**src/hw/dispatch_pkg.sv**
```systemverilog
package dispatch_pkg;

	// ============================================================
	// sizes
	// ============================================================

	// dispatch buffer depth, pointers wrap on a power of two
	localparam int DBF_ENTRIES = 8;

	// lane n of issue and writeback belongs to unit n
	localparam int NUM_UNITS = 3;

	// cycles from issue to writeback per unit
	localparam int ALU_LATENCY = 1;
	localparam int MUL_LATENCY = 3;
	localparam int FLOW_LATENCY = 2;

	// ============================================================
	// types
	// ============================================================

	typedef logic [2:0] buf_ndx_t;
	// entry count, needs one more bit than the index for the full case
	typedef logic [3:0] buf_cnt_t;
	typedef logic [4:0] tag_t;
	typedef logic [11:0] operand_t;
	// wide enough for a full 12x12 product
	typedef logic [23:0] result_t;
	typedef logic [31:0] instr_word_t;

	// class encoding equals the unit number that executes it
	typedef enum logic [1:0] {
		CLS_ALU = 2'd0,
		CLS_MUL = 2'd1,
		CLS_FLOW = 2'd2,
		CLS_NOP = 2'd3
	} op_class_e;

	// ============================================================
	// instruction word fields
	// ============================================================

	localparam int CLS_HI = 31;
	localparam int CLS_LO = 30;
	localparam int PRED_BIT = 29;
	localparam int TAG_HI = 28;
	localparam int TAG_LO = 24;
	localparam int OPA_HI = 23;
	localparam int OPA_LO = 12;
	localparam int OPB_HI = 11;
	localparam int OPB_LO = 0;

endpackage

```
**src/hw/dispatch_ifs.sv**
```systemverilog
`timescale 1ns/1ns

// issue lanes from dispatcher to units, plus the buffer's entry view
interface issue_if;

	// per-lane issue, registered in the dispatcher
	logic [dispatch_pkg::NUM_UNITS-1:0] valid;
	dispatch_pkg::buf_ndx_t ndx [dispatch_pkg::NUM_UNITS];
	dispatch_pkg::operand_t opa [dispatch_pkg::NUM_UNITS];
	dispatch_pkg::operand_t opb [dispatch_pkg::NUM_UNITS];
	// predicate false, unit must return zero
	logic [dispatch_pkg::NUM_UNITS-1:0] nop_sub;
	// unit cannot take a new issue this cycle
	logic [dispatch_pkg::NUM_UNITS-1:0] busy;

	// entry state as seen by the ready search
	logic [dispatch_pkg::DBF_ENTRIES-1:0] ent_valid;
	logic [dispatch_pkg::DBF_ENTRIES-1:0] ent_out;
	logic [dispatch_pkg::DBF_ENTRIES-1:0] ent_done;
	logic [dispatch_pkg::DBF_ENTRIES-1:0] ent_pred;
	dispatch_pkg::op_class_e ent_cls [dispatch_pkg::DBF_ENTRIES];
	dispatch_pkg::operand_t ent_opa [dispatch_pkg::DBF_ENTRIES];
	dispatch_pkg::operand_t ent_opb [dispatch_pkg::DBF_ENTRIES];
	// oldest entry, where the search starts
	dispatch_pkg::buf_ndx_t head;

	modport ctrl (
		output valid, ndx, opa, opb, nop_sub,
		input busy,
		input ent_valid, ent_out, ent_done, ent_pred, ent_cls, ent_opa, ent_opb, head
	);

	modport unit (
		input valid, ndx, opa, opb, nop_sub,
		output busy
	);

	// buffer watches issue to set its out flags
	modport mon (
		input valid, ndx,
		output ent_valid, ent_out, ent_done, ent_pred, ent_cls, ent_opa, ent_opb, head
	);

endinterface

// results from units back to the buffer, one lane per unit
interface writeback_if;

	logic [dispatch_pkg::NUM_UNITS-1:0] valid;
	dispatch_pkg::buf_ndx_t ndx [dispatch_pkg::NUM_UNITS];
	dispatch_pkg::result_t res [dispatch_pkg::NUM_UNITS];

	modport src (output valid, ndx, res);
	modport dst (input valid, ndx, res);

endinterface

```
**src/hw/dispatch_buffer.sv**
```systemverilog
`timescale 1ns/1ns

module dispatch_buffer (
	input logic clk,
	input logic rst,
	input logic wb_cyc_i,
	input logic wb_stb_i,
	input logic wb_we_i,
	input dispatch_pkg::instr_word_t wb_dat_i,
	output dispatch_pkg::instr_word_t wb_dat_o,
	output logic wb_ack_o,
	output logic ret_valid_o,
	output dispatch_pkg::tag_t ret_tag_o,
	output dispatch_pkg::result_t ret_result_o,
	issue_if.mon iss,
	writeback_if.dst wb
);

	// ============================================================
	// entry storage
	// ============================================================

	// control flags
	logic [dispatch_pkg::DBF_ENTRIES-1:0] ent_valid;
	logic [dispatch_pkg::DBF_ENTRIES-1:0] ent_out;
	logic [dispatch_pkg::DBF_ENTRIES-1:0] ent_done;
	// payload
	logic [dispatch_pkg::DBF_ENTRIES-1:0] ent_pred;
	dispatch_pkg::op_class_e ent_cls [dispatch_pkg::DBF_ENTRIES];
	dispatch_pkg::tag_t ent_tag [dispatch_pkg::DBF_ENTRIES];
	dispatch_pkg::operand_t ent_opa [dispatch_pkg::DBF_ENTRIES];
	dispatch_pkg::operand_t ent_opb [dispatch_pkg::DBF_ENTRIES];
	dispatch_pkg::result_t ent_res [dispatch_pkg::DBF_ENTRIES];

	// circular pointers
	dispatch_pkg::buf_ndx_t head;
	dispatch_pkg::buf_ndx_t tail;
	dispatch_pkg::buf_cnt_t count;
	dispatch_pkg::buf_cnt_t free_cnt;

	logic full;
	logic wr_acc;
	logic rd_acc;
	logic do_ret;
	dispatch_pkg::op_class_e wr_cls;

	assign full = count == dispatch_pkg::buf_cnt_t'(dispatch_pkg::DBF_ENTRIES);
	assign free_cnt = dispatch_pkg::buf_cnt_t'(dispatch_pkg::DBF_ENTRIES) - count;

	// no new request in the ack cycle, the master drops stb there
	assign wr_acc = wb_cyc_i && wb_stb_i && wb_we_i && !full && !wb_ack_o;
	assign rd_acc = wb_cyc_i && wb_stb_i && !wb_we_i && !wb_ack_o;

	// head leaves once its result is in
	assign do_ret = ent_valid[head] && ent_done[head];

	assign wr_cls = dispatch_pkg::op_class_e'(wb_dat_i[dispatch_pkg::CLS_HI:dispatch_pkg::CLS_LO]);

	// ============================================================
	// control state
	// ============================================================

	always_ff @(posedge clk) begin
		if (rst) begin
			ent_valid <= '0;
			ent_out <= '0;
			ent_done <= '0;
			head <= '0;
			tail <= '0;
			count <= '0;
			wb_ack_o <= 1'b0;
			ret_valid_o <= 1'b0;
		end else begin
			wb_ack_o <= wr_acc || rd_acc;
			ret_valid_o <= do_ret;
			// issue seen this cycle, flag lands next cycle
			for (int u = 0; u < dispatch_pkg::NUM_UNITS; u++) begin
				if (iss.valid[u])
					ent_out[iss.ndx[u]] <= 1'b1;
			end
			// lanes never share an index
			for (int u = 0; u < dispatch_pkg::NUM_UNITS; u++) begin
				if (wb.valid[u])
					ent_done[wb.ndx[u]] <= 1'b1;
			end
			if (do_ret) begin
				ent_valid[head] <= 1'b0;
				head <= head + 1'b1;
			end
			// tail never equals a valid head while not full
			if (wr_acc) begin
				ent_valid[tail] <= 1'b1;
				ent_out[tail] <= 1'b0;
				// nops skip execution entirely
				ent_done[tail] <= wr_cls == dispatch_pkg::CLS_NOP;
				tail <= tail + 1'b1;
			end
			count <= count + dispatch_pkg::buf_cnt_t'(wr_acc) - dispatch_pkg::buf_cnt_t'(do_ret);
		end
	end

	// ============================================================
	// payload and port data
	// ============================================================

	always_ff @(posedge clk) begin
		for (int u = 0; u < dispatch_pkg::NUM_UNITS; u++) begin
			if (wb.valid[u])
				ent_res[wb.ndx[u]] <= wb.res[u];
		end
		if (wr_acc) begin
			ent_cls[tail] <= wr_cls;
			ent_pred[tail] <= wb_dat_i[dispatch_pkg::PRED_BIT];
			ent_tag[tail] <= wb_dat_i[dispatch_pkg::TAG_HI:dispatch_pkg::TAG_LO];
			ent_opa[tail] <= wb_dat_i[dispatch_pkg::OPA_HI:dispatch_pkg::OPA_LO];
			ent_opb[tail] <= wb_dat_i[dispatch_pkg::OPB_HI:dispatch_pkg::OPB_LO];
			// zero stays for nops, others get overwritten at writeback
			ent_res[tail] <= '0;
		end
		if (do_ret) begin
			ret_tag_o <= ent_tag[head];
			ret_result_o <= ent_res[head];
		end
		// reads return the free count
		if (rd_acc)
			wb_dat_o <= dispatch_pkg::instr_word_t'(free_cnt);
	end

	// entry view for the dispatcher
	assign iss.ent_valid = ent_valid;
	assign iss.ent_out = ent_out;
	assign iss.ent_done = ent_done;
	assign iss.ent_pred = ent_pred;
	assign iss.ent_cls = ent_cls;
	assign iss.ent_opa = ent_opa;
	assign iss.ent_opb = ent_opb;
	assign iss.head = head;

endmodule

```
**src/hw/dispatch_top.sv**
```systemverilog
`timescale 1ns/1ns

module dispatch_top (
	input logic clk,
	input logic rst,
	// host port, wishbone classic slave
	input logic wb_cyc_i,
	input logic wb_stb_i,
	input logic wb_we_i,
	input dispatch_pkg::instr_word_t wb_dat_i,
	output dispatch_pkg::instr_word_t wb_dat_o,
	output logic wb_ack_o,
	// in-order retirement
	output logic ret_valid_o,
	output dispatch_pkg::tag_t ret_tag_o,
	output dispatch_pkg::result_t ret_result_o
);

	issue_if iss ();
	writeback_if wbk ();

	// ============================================================
	// buffer and control
	// ============================================================

	dispatch_buffer dispatch_buffer_i (
		.clk (clk),
		.rst (rst),
		.wb_cyc_i (wb_cyc_i),
		.wb_stb_i (wb_stb_i),
		.wb_we_i (wb_we_i),
		.wb_dat_i (wb_dat_i),
		.wb_dat_o (wb_dat_o),
		.wb_ack_o (wb_ack_o),
		.ret_valid_o (ret_valid_o),
		.ret_tag_o (ret_tag_o),
		.ret_result_o (ret_result_o),
		.iss (iss.mon),
		.wb (wbk.dst)
	);

	instr_dispatcher instr_dispatcher_i (
		.clk (clk),
		.rst (rst),
		.iss (iss.ctrl)
	);

	// ============================================================
	// functional units
	// ============================================================

	exec_unit #(
		.LATENCY (dispatch_pkg::ALU_LATENCY),
		.UNIT_CLASS (dispatch_pkg::CLS_ALU)
	) alu_unit_i (
		.clk (clk),
		.rst (rst),
		.iss (iss.unit),
		.wb (wbk.src)
	);

	// pipelined, up to three in flight
	exec_unit #(
		.LATENCY (dispatch_pkg::MUL_LATENCY),
		.UNIT_CLASS (dispatch_pkg::CLS_MUL)
	) mul_unit_i (
		.clk (clk),
		.rst (rst),
		.iss (iss.unit),
		.wb (wbk.src)
	);

	exec_unit #(
		.LATENCY (dispatch_pkg::FLOW_LATENCY),
		.UNIT_CLASS (dispatch_pkg::CLS_FLOW)
	) flow_unit_i (
		.clk (clk),
		.rst (rst),
		.iss (iss.unit),
		.wb (wbk.src)
	);

endmodule

```
**src/hw/exec_unit.sv**
```systemverilog
`timescale 1ns/1ns

module exec_unit #(
	parameter int LATENCY = 1,
	parameter dispatch_pkg::op_class_e UNIT_CLASS = dispatch_pkg::CLS_ALU
) (
	input logic clk,
	input logic rst,
	issue_if.unit iss,
	writeback_if.src wb
);

	// lane number follows from the class encoding
	localparam int LANE = int'(UNIT_CLASS);

	// result formed at pipeline entry
	dispatch_pkg::result_t res_in;

	// ============================================================
	// shift pipeline
	// ============================================================

	logic [LATENCY-1:0] st_valid;
	dispatch_pkg::buf_ndx_t st_ndx [LATENCY];
	dispatch_pkg::result_t st_res [LATENCY];

	always_comb begin
		res_in = '0;
		case (UNIT_CLASS)
			dispatch_pkg::CLS_ALU:
				res_in = dispatch_pkg::result_t'(iss.opa[LANE])
					+ dispatch_pkg::result_t'(iss.opb[LANE]);
			dispatch_pkg::CLS_MUL:
				res_in = dispatch_pkg::result_t'(iss.opa[LANE])
					* dispatch_pkg::result_t'(iss.opb[LANE]);
			// unsigned compare
			dispatch_pkg::CLS_FLOW:
				res_in = (iss.opa[LANE] < iss.opb[LANE]) ? dispatch_pkg::result_t'(1) : '0;
			default:
				res_in = '0;
		endcase
		// predicated off
		if (iss.nop_sub[LANE])
			res_in = '0;
	end

	always_ff @(posedge clk) begin
		if (rst) begin
			st_valid <= '0;
		end else begin
			st_valid[0] <= iss.valid[LANE];
			for (int s = LATENCY - 1; s > 0; s--) begin
				st_valid[s] <= st_valid[s-1];
			end
		end
	end

	// index and data ride alongside valid
	always_ff @(posedge clk) begin
		st_ndx[0] <= iss.ndx[LANE];
		st_res[0] <= res_in;
		for (int s = LATENCY - 1; s > 0; s--) begin
			st_ndx[s] <= st_ndx[s-1];
			st_res[s] <= st_res[s-1];
		end
	end

	// last stage is the writeback
	assign wb.valid[LANE] = st_valid[LATENCY-1];
	assign wb.ndx[LANE] = st_ndx[LATENCY-1];
	assign wb.res[LANE] = st_res[LATENCY-1];

	// takes a new item every cycle
	assign iss.busy[LANE] = 1'b0;

endmodule

```
**src/hw/instr_dispatcher.sv**
```systemverilog
`timescale 1ns/1ns

module instr_dispatcher (
	input logic clk,
	input logic rst,
	issue_if.ctrl iss
);

	// per physical entry, ready for issue
	logic [dispatch_pkg::DBF_ENTRIES-1:0] elig;

	// combinational picks, one per lane
	logic [dispatch_pkg::NUM_UNITS-1:0] pick_v;
	dispatch_pkg::buf_ndx_t pick_ndx [dispatch_pkg::NUM_UNITS];

	// entry under inspection in the scan
	dispatch_pkg::buf_ndx_t scan;

	// out flag lags issue by a cycle, so last cycle's lanes must be skipped
	function automatic logic issued_last(input dispatch_pkg::buf_ndx_t idx);
		logic hit;
		hit = 1'b0;
		for (int u = 0; u < dispatch_pkg::NUM_UNITS; u++) begin
			if (iss.valid[u] && iss.ndx[u] == idx)
				hit = 1'b1;
		end
		return hit;
	endfunction

	// ============================================================
	// ready search
	// ============================================================

	always_comb begin
		for (int e = 0; e < dispatch_pkg::DBF_ENTRIES; e++) begin
			elig[e] = iss.ent_valid[e]
				&& !iss.ent_out[e]
				&& !iss.ent_done[e]
				&& iss.ent_cls[e] != dispatch_pkg::CLS_NOP
				&& !issued_last(dispatch_pkg::buf_ndx_t'(e));
		end
	end

	// walk from the head so each unit gets its oldest ready entry
	always_comb begin
		pick_v = '0;
		scan = iss.head;
		for (int u = 0; u < dispatch_pkg::NUM_UNITS; u++) begin
			pick_ndx[u] = '0;
		end
		for (int k = 0; k < dispatch_pkg::DBF_ENTRIES; k++) begin
			scan = iss.head + dispatch_pkg::buf_ndx_t'(k);
			for (int u = 0; u < dispatch_pkg::NUM_UNITS; u++) begin
				// class value doubles as the unit number
				if (elig[scan] && !iss.busy[u] && !pick_v[u]
					&& iss.ent_cls[scan] == dispatch_pkg::op_class_e'(u)) begin
					pick_v[u] = 1'b1;
					pick_ndx[u] = scan;
				end
			end
		end
	end

	// ============================================================
	// registered issue lanes
	// ============================================================

	always_ff @(posedge clk) begin
		if (rst)
			iss.valid <= '0;
		else
			iss.valid <= pick_v;
	end

	// lane payload, only meaningful with valid
	always_ff @(posedge clk) begin
		for (int u = 0; u < dispatch_pkg::NUM_UNITS; u++) begin
			iss.ndx[u] <= pick_ndx[u];
			iss.opa[u] <= iss.ent_opa[pick_ndx[u]];
			iss.opb[u] <= iss.ent_opb[pick_ndx[u]];
			// predicate false still goes out, as a nop
			iss.nop_sub[u] <= !iss.ent_pred[pick_ndx[u]];
		end
	end

endmodule

```
**config.mk**
```make
export PLATFORM = sky130hd
export DESIGN_NAME = dispatch_top
export DESIGN_NICKNAME = d
export VERILOG_FILES = /design/src/hw/dispatch_pkg.sv /design/src/hw/dispatch_ifs.sv /design/src/hw/dispatch_buffer.sv /design/src/hw/dispatch_top.sv /design/src/hw/exec_unit.sv /design/src/hw/instr_dispatcher.sv
export SDC_FILE = /design/constraint.sdc
export NUM_CORES = 2
export LEC_CHECK = 0
export ABC_AREA = 1
export BUFFER_PORTS_ARGS = -buffer_cell sky130_fd_sc_hd__buf_2
export CORE_ASPECT_RATIO = 0.8
export CORE_MARGIN = 5
export CORE_UTILIZATION = 55
export CTS_BUF_LIST = sky130_fd_sc_hd__clkbuf_16
export DETAILED_ROUTE_END_ITERATION = 7
export PLACE_DENSITY = 0.72
export SETUP_SLACK_MARGIN = 0.02
export SYNTH_ARGS = -nofsm -noshare
export SYNTH_HDL_FRONTEND = slang
export SYNTH_SLANG_ARGS = --single-unit
export TNS_END_PERCENT = 100
```
**constraint.sdc**
```tcl
create_clock -name clk -period 7.4 [get_ports clk]
set_clock_uncertainty 0.05 [all_clocks]
set_input_delay 0.74 -clock clk [delete_from_list [all_inputs] [get_ports clk]]
set_output_delay 0.74 -clock clk [all_outputs]
set_load 0.05 [all_outputs]
```
# Yosys cells after proc, flatten, opt, wreduce, memory -nomap -nowiden
# Memories as Yosys holds them, arrays and structs flattened. A register that Yosys moved wholly into a read port is not among the register bits.
# Cells that the tools add are included.
[totals]
output_inout_bits = 63
regBits = 349
memories = 8
mem_bits_rw = 394
in_bits = 37
[op_classes]
multipliers = 1
n_reduce_logical = 180
bitwise = 23
magnitude_cmp = 40
eq_ne = 47
muxes = 194
n_addsub = 12
[memory_table]
columns = ["name", "depth", "width", "rd", "rd_clocked_by_memory_dff", "write_ports", "line", "rtl"]
rows = [
  ["dispatch_buffer_i.ent_res", 8, 24, 1, 1, 4, "dispatch_buffer.sv:33", "dispatch_pkg::result_t ent_res [dispatch_pkg::DBF_ENTRIES];"],
  ["mul_unit_i.st_res", 3, 24, 3, 0, 3, "exec_unit.sv:25", "dispatch_pkg::result_t st_res [LATENCY];"],
  ["flow_unit_i.st_res", 2, 24, 2, 0, 2, "exec_unit.sv:25", ""],
  ["dispatch_buffer_i.ent_tag", 8, 5, 1, 1, 1, "dispatch_buffer.sv:30", "dispatch_pkg::tag_t ent_tag [dispatch_pkg::DBF_ENTRIES];"],
  ["alu_unit_i.st_res", 1, 24, 1, 0, 1, "exec_unit.sv:25", ""],
  ["mul_unit_i.st_ndx", 3, 3, 3, 0, 3, "exec_unit.sv:24", "dispatch_pkg::buf_ndx_t st_ndx [LATENCY];"],
  ["+2 memories", "-", "-", "-", "-", "-", "-", ""],
]
[ops]
columns = ["operator", "count"]
rows = [
  ["$bmux W12 S3", 6],
  ["$bwmux W96", 2],
  ["$mux W12", 13],
  ["$mux W8", 17],
  ["$logic_and A1 B1 Y1", 117],
  ["$mux W1", 78],
  ["$lt A3 B4 Y1 const B", 18],
  ["$mux W24", 3],
  ["$mux W3", 24],
  ["$or A8 B8 Y8", 7],
  ["$logic_not A1 Y1", 51],
  ["$bmux W2 S3", 8],
  ["$ge A4 B4 Y1 const B", 12],
  ["$not A3 Y4", 12],
  ["$bmux W1 S3", 13],
  ["$demux W12 S3", 1],
  ["$eq A3 B3 Y1 const B", 12],
  ["$mux W2", 17],
  ["$demux W1 S3", 8],
  ["$ge A3 B1 Y1 const B", 8],
  ["$mul A12 B12 Y24", 1],
  ["$eq A2 B2 Y1 const B", 9],
  ["$eq A3 B2 Y1 const B", 6],
  ["$and A8 B8 Y8", 2],
  ["20 further kinds", 52],
]

# Longest topological paths before layout
[logic_depth]
ltp_word = 43
depth_mapped = 30
depth_no_buf = 28

# Worst setup path before layout
# Ideal clock, no wire load.
[synth_path]
path_type = "reg2reg"
start = "register instr_dispatcher_i.iss.opa[19]"
end = "memory mul_unit_i.st_res[0][23] (netlist bit)"
path_buffers = 1
setup_time_ns = 0.111
required_time_ns = 7.239
t_arrival_ns = 5.234
stages_incl_launch_ff = 24
setup_slack_ns = 2.005
path_cell_list = "dfxtp_1 > clkbuf_1 > nand2_1 > fa_1 > inv_1 > fa_1 > inv_1 > fa_1 > inv_1 > fa_1 > fa_1 > ha_1 > nand2_1 > o21ai_0 > a21oi_1 > o21ai_0 > a21boi_0 > o21ai_0 > nand2_1 > nand2_1 > a21oi_1 > or2_2 > inv_1 > nor2_1"
[synth_lines]
columns = ["element", "line", "rtl"]
rows = [
  ["start: declaration", "dispatch_ifs.sv:28", "output valid, ndx, opa, opb, nop_sub,"],
  ["start signal: indexed assignment", "instr_dispatcher.sv:79", "iss.opa[u] <= iss.ent_opa[pick_ndx[u]];"],
  ["end: declaration", "exec_unit.sv:25", ""],
]

==> qor.csv <==
stage,metric,value,unit
timing,RSZ-0062 raised after global routing,false,
cts,Worst-path clk slew,0.06,ns
global_routing,vias in the first global route,32337,
critical_path,worst-path cell chain,"nand2_1, fa_1, inv_1, fa_1, inv_1, fa_1, inv_1, fa_1, fa_1, ha_1, nand2_1, o21ai_0, a21oi_1, o21ai_0, a21boi_0, o21ai_0, nand2_1, nand2_1, a21oi_1, or2_2, inv_1, nor2_1",
critical_path,crit path DAT,6.55,ns
critical_path,Top delay family on crit path,adder cells,
logic_synthesis,cell accounting for the most synthesized area,edfxtp_1,
placed_design,Port Buf Inserts,71,
critical_path,crit path buf inv count,4,
global_routing,antenna violations before repair,10,
global_routing,Overflow after GRT,0,
timing,Final Critical Period,6.078,ns
logic_synthesis,Area contributors post-synth,"edfxtp_1, dfxtp_1, nand2_1",
route,# DRC,5,
flow_run,total of max-cap violations,0,
floorplanning,Die Area,76280,µm²
logic_synthesis,post-synth top area share,22.28,%
floorplanning,Die Wd,307.5,µm
logic_synthesis,#FFs+latches synth,715,
logic_synthesis,Yosys cell types,54,
logic_synthesis,Compound-Gate Fraction of Synth Area,11.29,%
logic_synthesis,Commonest cells post-synth,"nand2_1, nand3_1, inv_1, dfxtp_1, nor2_1",
logic_synthesis,"EDFF count, synth",289,
cts,Clock Tree Root,clkbuf_16,
cts,clock sink total,715,
placed_design,Placed Area,39470,µm²
route,vias,34837,
route,wire per inst,20.80,µm
cts,CTS tree,yes,
timing,Final period util,82.14,%
timing,fmax,164.5,MHz
route,first drt pass iteration count,8,
logic_synthesis,Synth Area in Simple Gates,25.66,%
critical_path,CP max FO,12,
route,final WL,121100,µm
run_status,failing checks,DRC,
timing,Setup WS post-layout,1.322,ns
placed_design,worst slack at placement,1.474,ns
logic_synthesis,XOR/XNOR Fraction of Synth Area,0.1574,%
logic_synthesis,Syn Inst Count,4935,
logic_synthesis,main combinational cell family by area after synthesis,simple AND/OR/NAND/NOR gates,
placed_design,GP Congestion,0.8993,
floorplanning,# IOs,100,
cts,clk_lat worst skew,0.65,ns
logic_synthesis,Post-synth ARST share,0,%
logic_synthesis,sequential cell area fraction in the yosys report,44.17,%
critical_path,CP Class,reg -> reg,
critical_path,CP most frequent cell,fa_1,
global_routing,global-route wire length before repair,187100,µm
timing,Slew headroom,14.21,%
route,number of vias per cell,5.984,
timing,Setup TNS Final,0,ns
cts,H-tree levels,3,
critical_path,max incr delay on CP,0.63,ns
logic_synthesis,"Top FF cell, synth",dfxtp_1,
timing,final setup vio count,0,
timing,Worst-Margin Slew,1.287,ns
cts,hold_buf cts,0,
timing,Final Slew Violations,0,
critical_path,critical path launch point type,register,
logic_synthesis,"count leader, synth",nand2_1,
logic_synthesis,Synth Area per Inst,7.893,µm²
floorplanning,starting density of the core,55.39,%
cts,CTS resizes,0,
floorplanning,Die Ht,248.0,µm
global_routing,largest net degree at the start of global routing,101,
placed_design,HPWL after DPL,72810,µm
floorplanning,Rows,87,
global_routing,Total GRT Usage,31.19,%
critical_path,slowest CP cell,dfxtp_1,
cts,clk buf depth,3,
logic_synthesis,number of warning messages in the yosys log,0,
floorplanning,Core Area,70320,µm²
critical_path,Worst Setup End Kind,register,
cts,"Setup Fix Bufs, Post-CTS",0,
layout,Final Cell Area,41920,µm²
layout,layout cells sized above 1,6.967,%
logic_synthesis,multiplexer share of the synthesized area,0,%
timing,Final Hold Fails,0,
route,Post-DRT Antenna Nets,0,
critical_path,Worst Path Required,7.87,ns
hold_path,hold crit path type,reg -> reg,
cts,CTS Buf Count,73,
run_status,run status,"finished, violations left",
route,1st-iter DRT viols,4841,
layout,Area growth syn-to-layout,7.620,%
logic_synthesis,cell area after synthesis,38950,µm²
logic_synthesis,Synth Area in Adders,8.422,%
layout,Nets,5059,
[path summary, 6_finish.rpt]
path	to	slack, ns	cells past startpoint	from
min reg2reg	mul_unit_i.st_res[0][58]$_DFF_P_	0.26	0	mul_unit_i.st_res[0][34]$_DFF_P_
max	mul_unit_i.st_res[0][23]$_SDFF_PP0_	1.32	22	instr_dispatcher_i.iss.opb[15]$_DFF_P_
max reg2reg	mul_unit_i.st_res[0][23]$_SDFF_PP0_	1.32	22	instr_dispatcher_i.iss.opb[15]$_DFF_P_
min	mul_unit_i.st_res[0][58]$_DFF_P_	0.26	0	mul_unit_i.st_res[0][34]$_DFF_P_
[sequential cells by signal (all words and copies together), names as in the netlist, 4 cells and up]
register and count:
dispatch_buffer_i.iss.ent_done 8, instr_dispatcher_i.iss.opa 36, instr_dispatcher_i.iss.ndx 9, dispatch_buffer_i.iss.ent_opa 96
dispatch_buffer_i.ent_tag 40, instr_dispatcher_i.iss.opb 36, dispatch_buffer_i.wb_dat_o 4, mul_unit_i.st_ndx 9
flow_unit_i.st_ndx 6, dispatch_buffer_i.ret_tag_o 5, dispatch_buffer_i.ret_result_o 24, mul_unit_i.st_res 72
dispatch_buffer_i.iss.ent_out 8, dispatch_buffer_i.iss.ent_pred 8, dispatch_buffer_i.iss.ent_cls 16, dispatch_buffer_i.count 4
dispatch_buffer_i.iss.ent_valid 8, alu_unit_i.st_res 13, dispatch_buffer_i.iss.ent_opb 96, dispatch_buffer_i.ent_res 192
[metrics by stage]
stage,hold slack (ns),instances,utilization (%)
floorplan,0.2596,4962,-
global placement,0.2596,5680,56.13
detailed placement,0.2621,5680,56.13
CTS,0.2677,5814,59.58
global route,0.2693,5818,59.60
finish,0.2629,5822,59.61
[placed cells by master (no fill, tap or decap), drive strengths merged, types with 78 or more instances in the layout]
master,netlist,layout
a21oi,268,268
nand3,785,785
buf,193,137
clkbuf,160,78
fa,102,102
dfxtp,426,426
nor2,375,375
o21ai,309,309
inv,574,596
edfxtp,289,289
ha,99,99
nand2,1050,1050
[kinds of logic (layout without fill, tap and decap cells)]
| family | count (synthesis) | in the layout |
|---|---|---|
| and+or+nand+nor | 2295 | 2295 |
| buffers and inverters | 930 | 848 |
| AOI/OAI and AO/OA | 786 | 786 |
| DFF | 715 | 715 |
| adders and majority gates | 201 | 201 |
| xor gates and xnor gates | 7 | 7 |
| other | 1 | 36 |
[cell type report]
cell class	instances	area, µm²
Timing Repair Buffer	137	863.3
Antenna cell	8	20.02
Multi-Input combinational cell	3317	18050
Fill cell	6281	28400
Clock inverter	56	479.2
Clock buffer	78	1952
Tap cell	934	1169
Sequential cell	715	17210
Inverter	577	2168
[metal layers]
metal  vias to the layer above  part of all wire [%]  global-route usage, %
met1                     16048                    40                  43.51
met2                      2326                    42                  46.59
li1                      16054                     -                      -
met3                       405                    14                  8.254
met5                         -                 0.028                      0
met4                         4                   4.4                  12.72
Power is left out: the tool's default activity adds up to more than one toggle a clock period on the data nets, which glitch-free logic cannot reach.
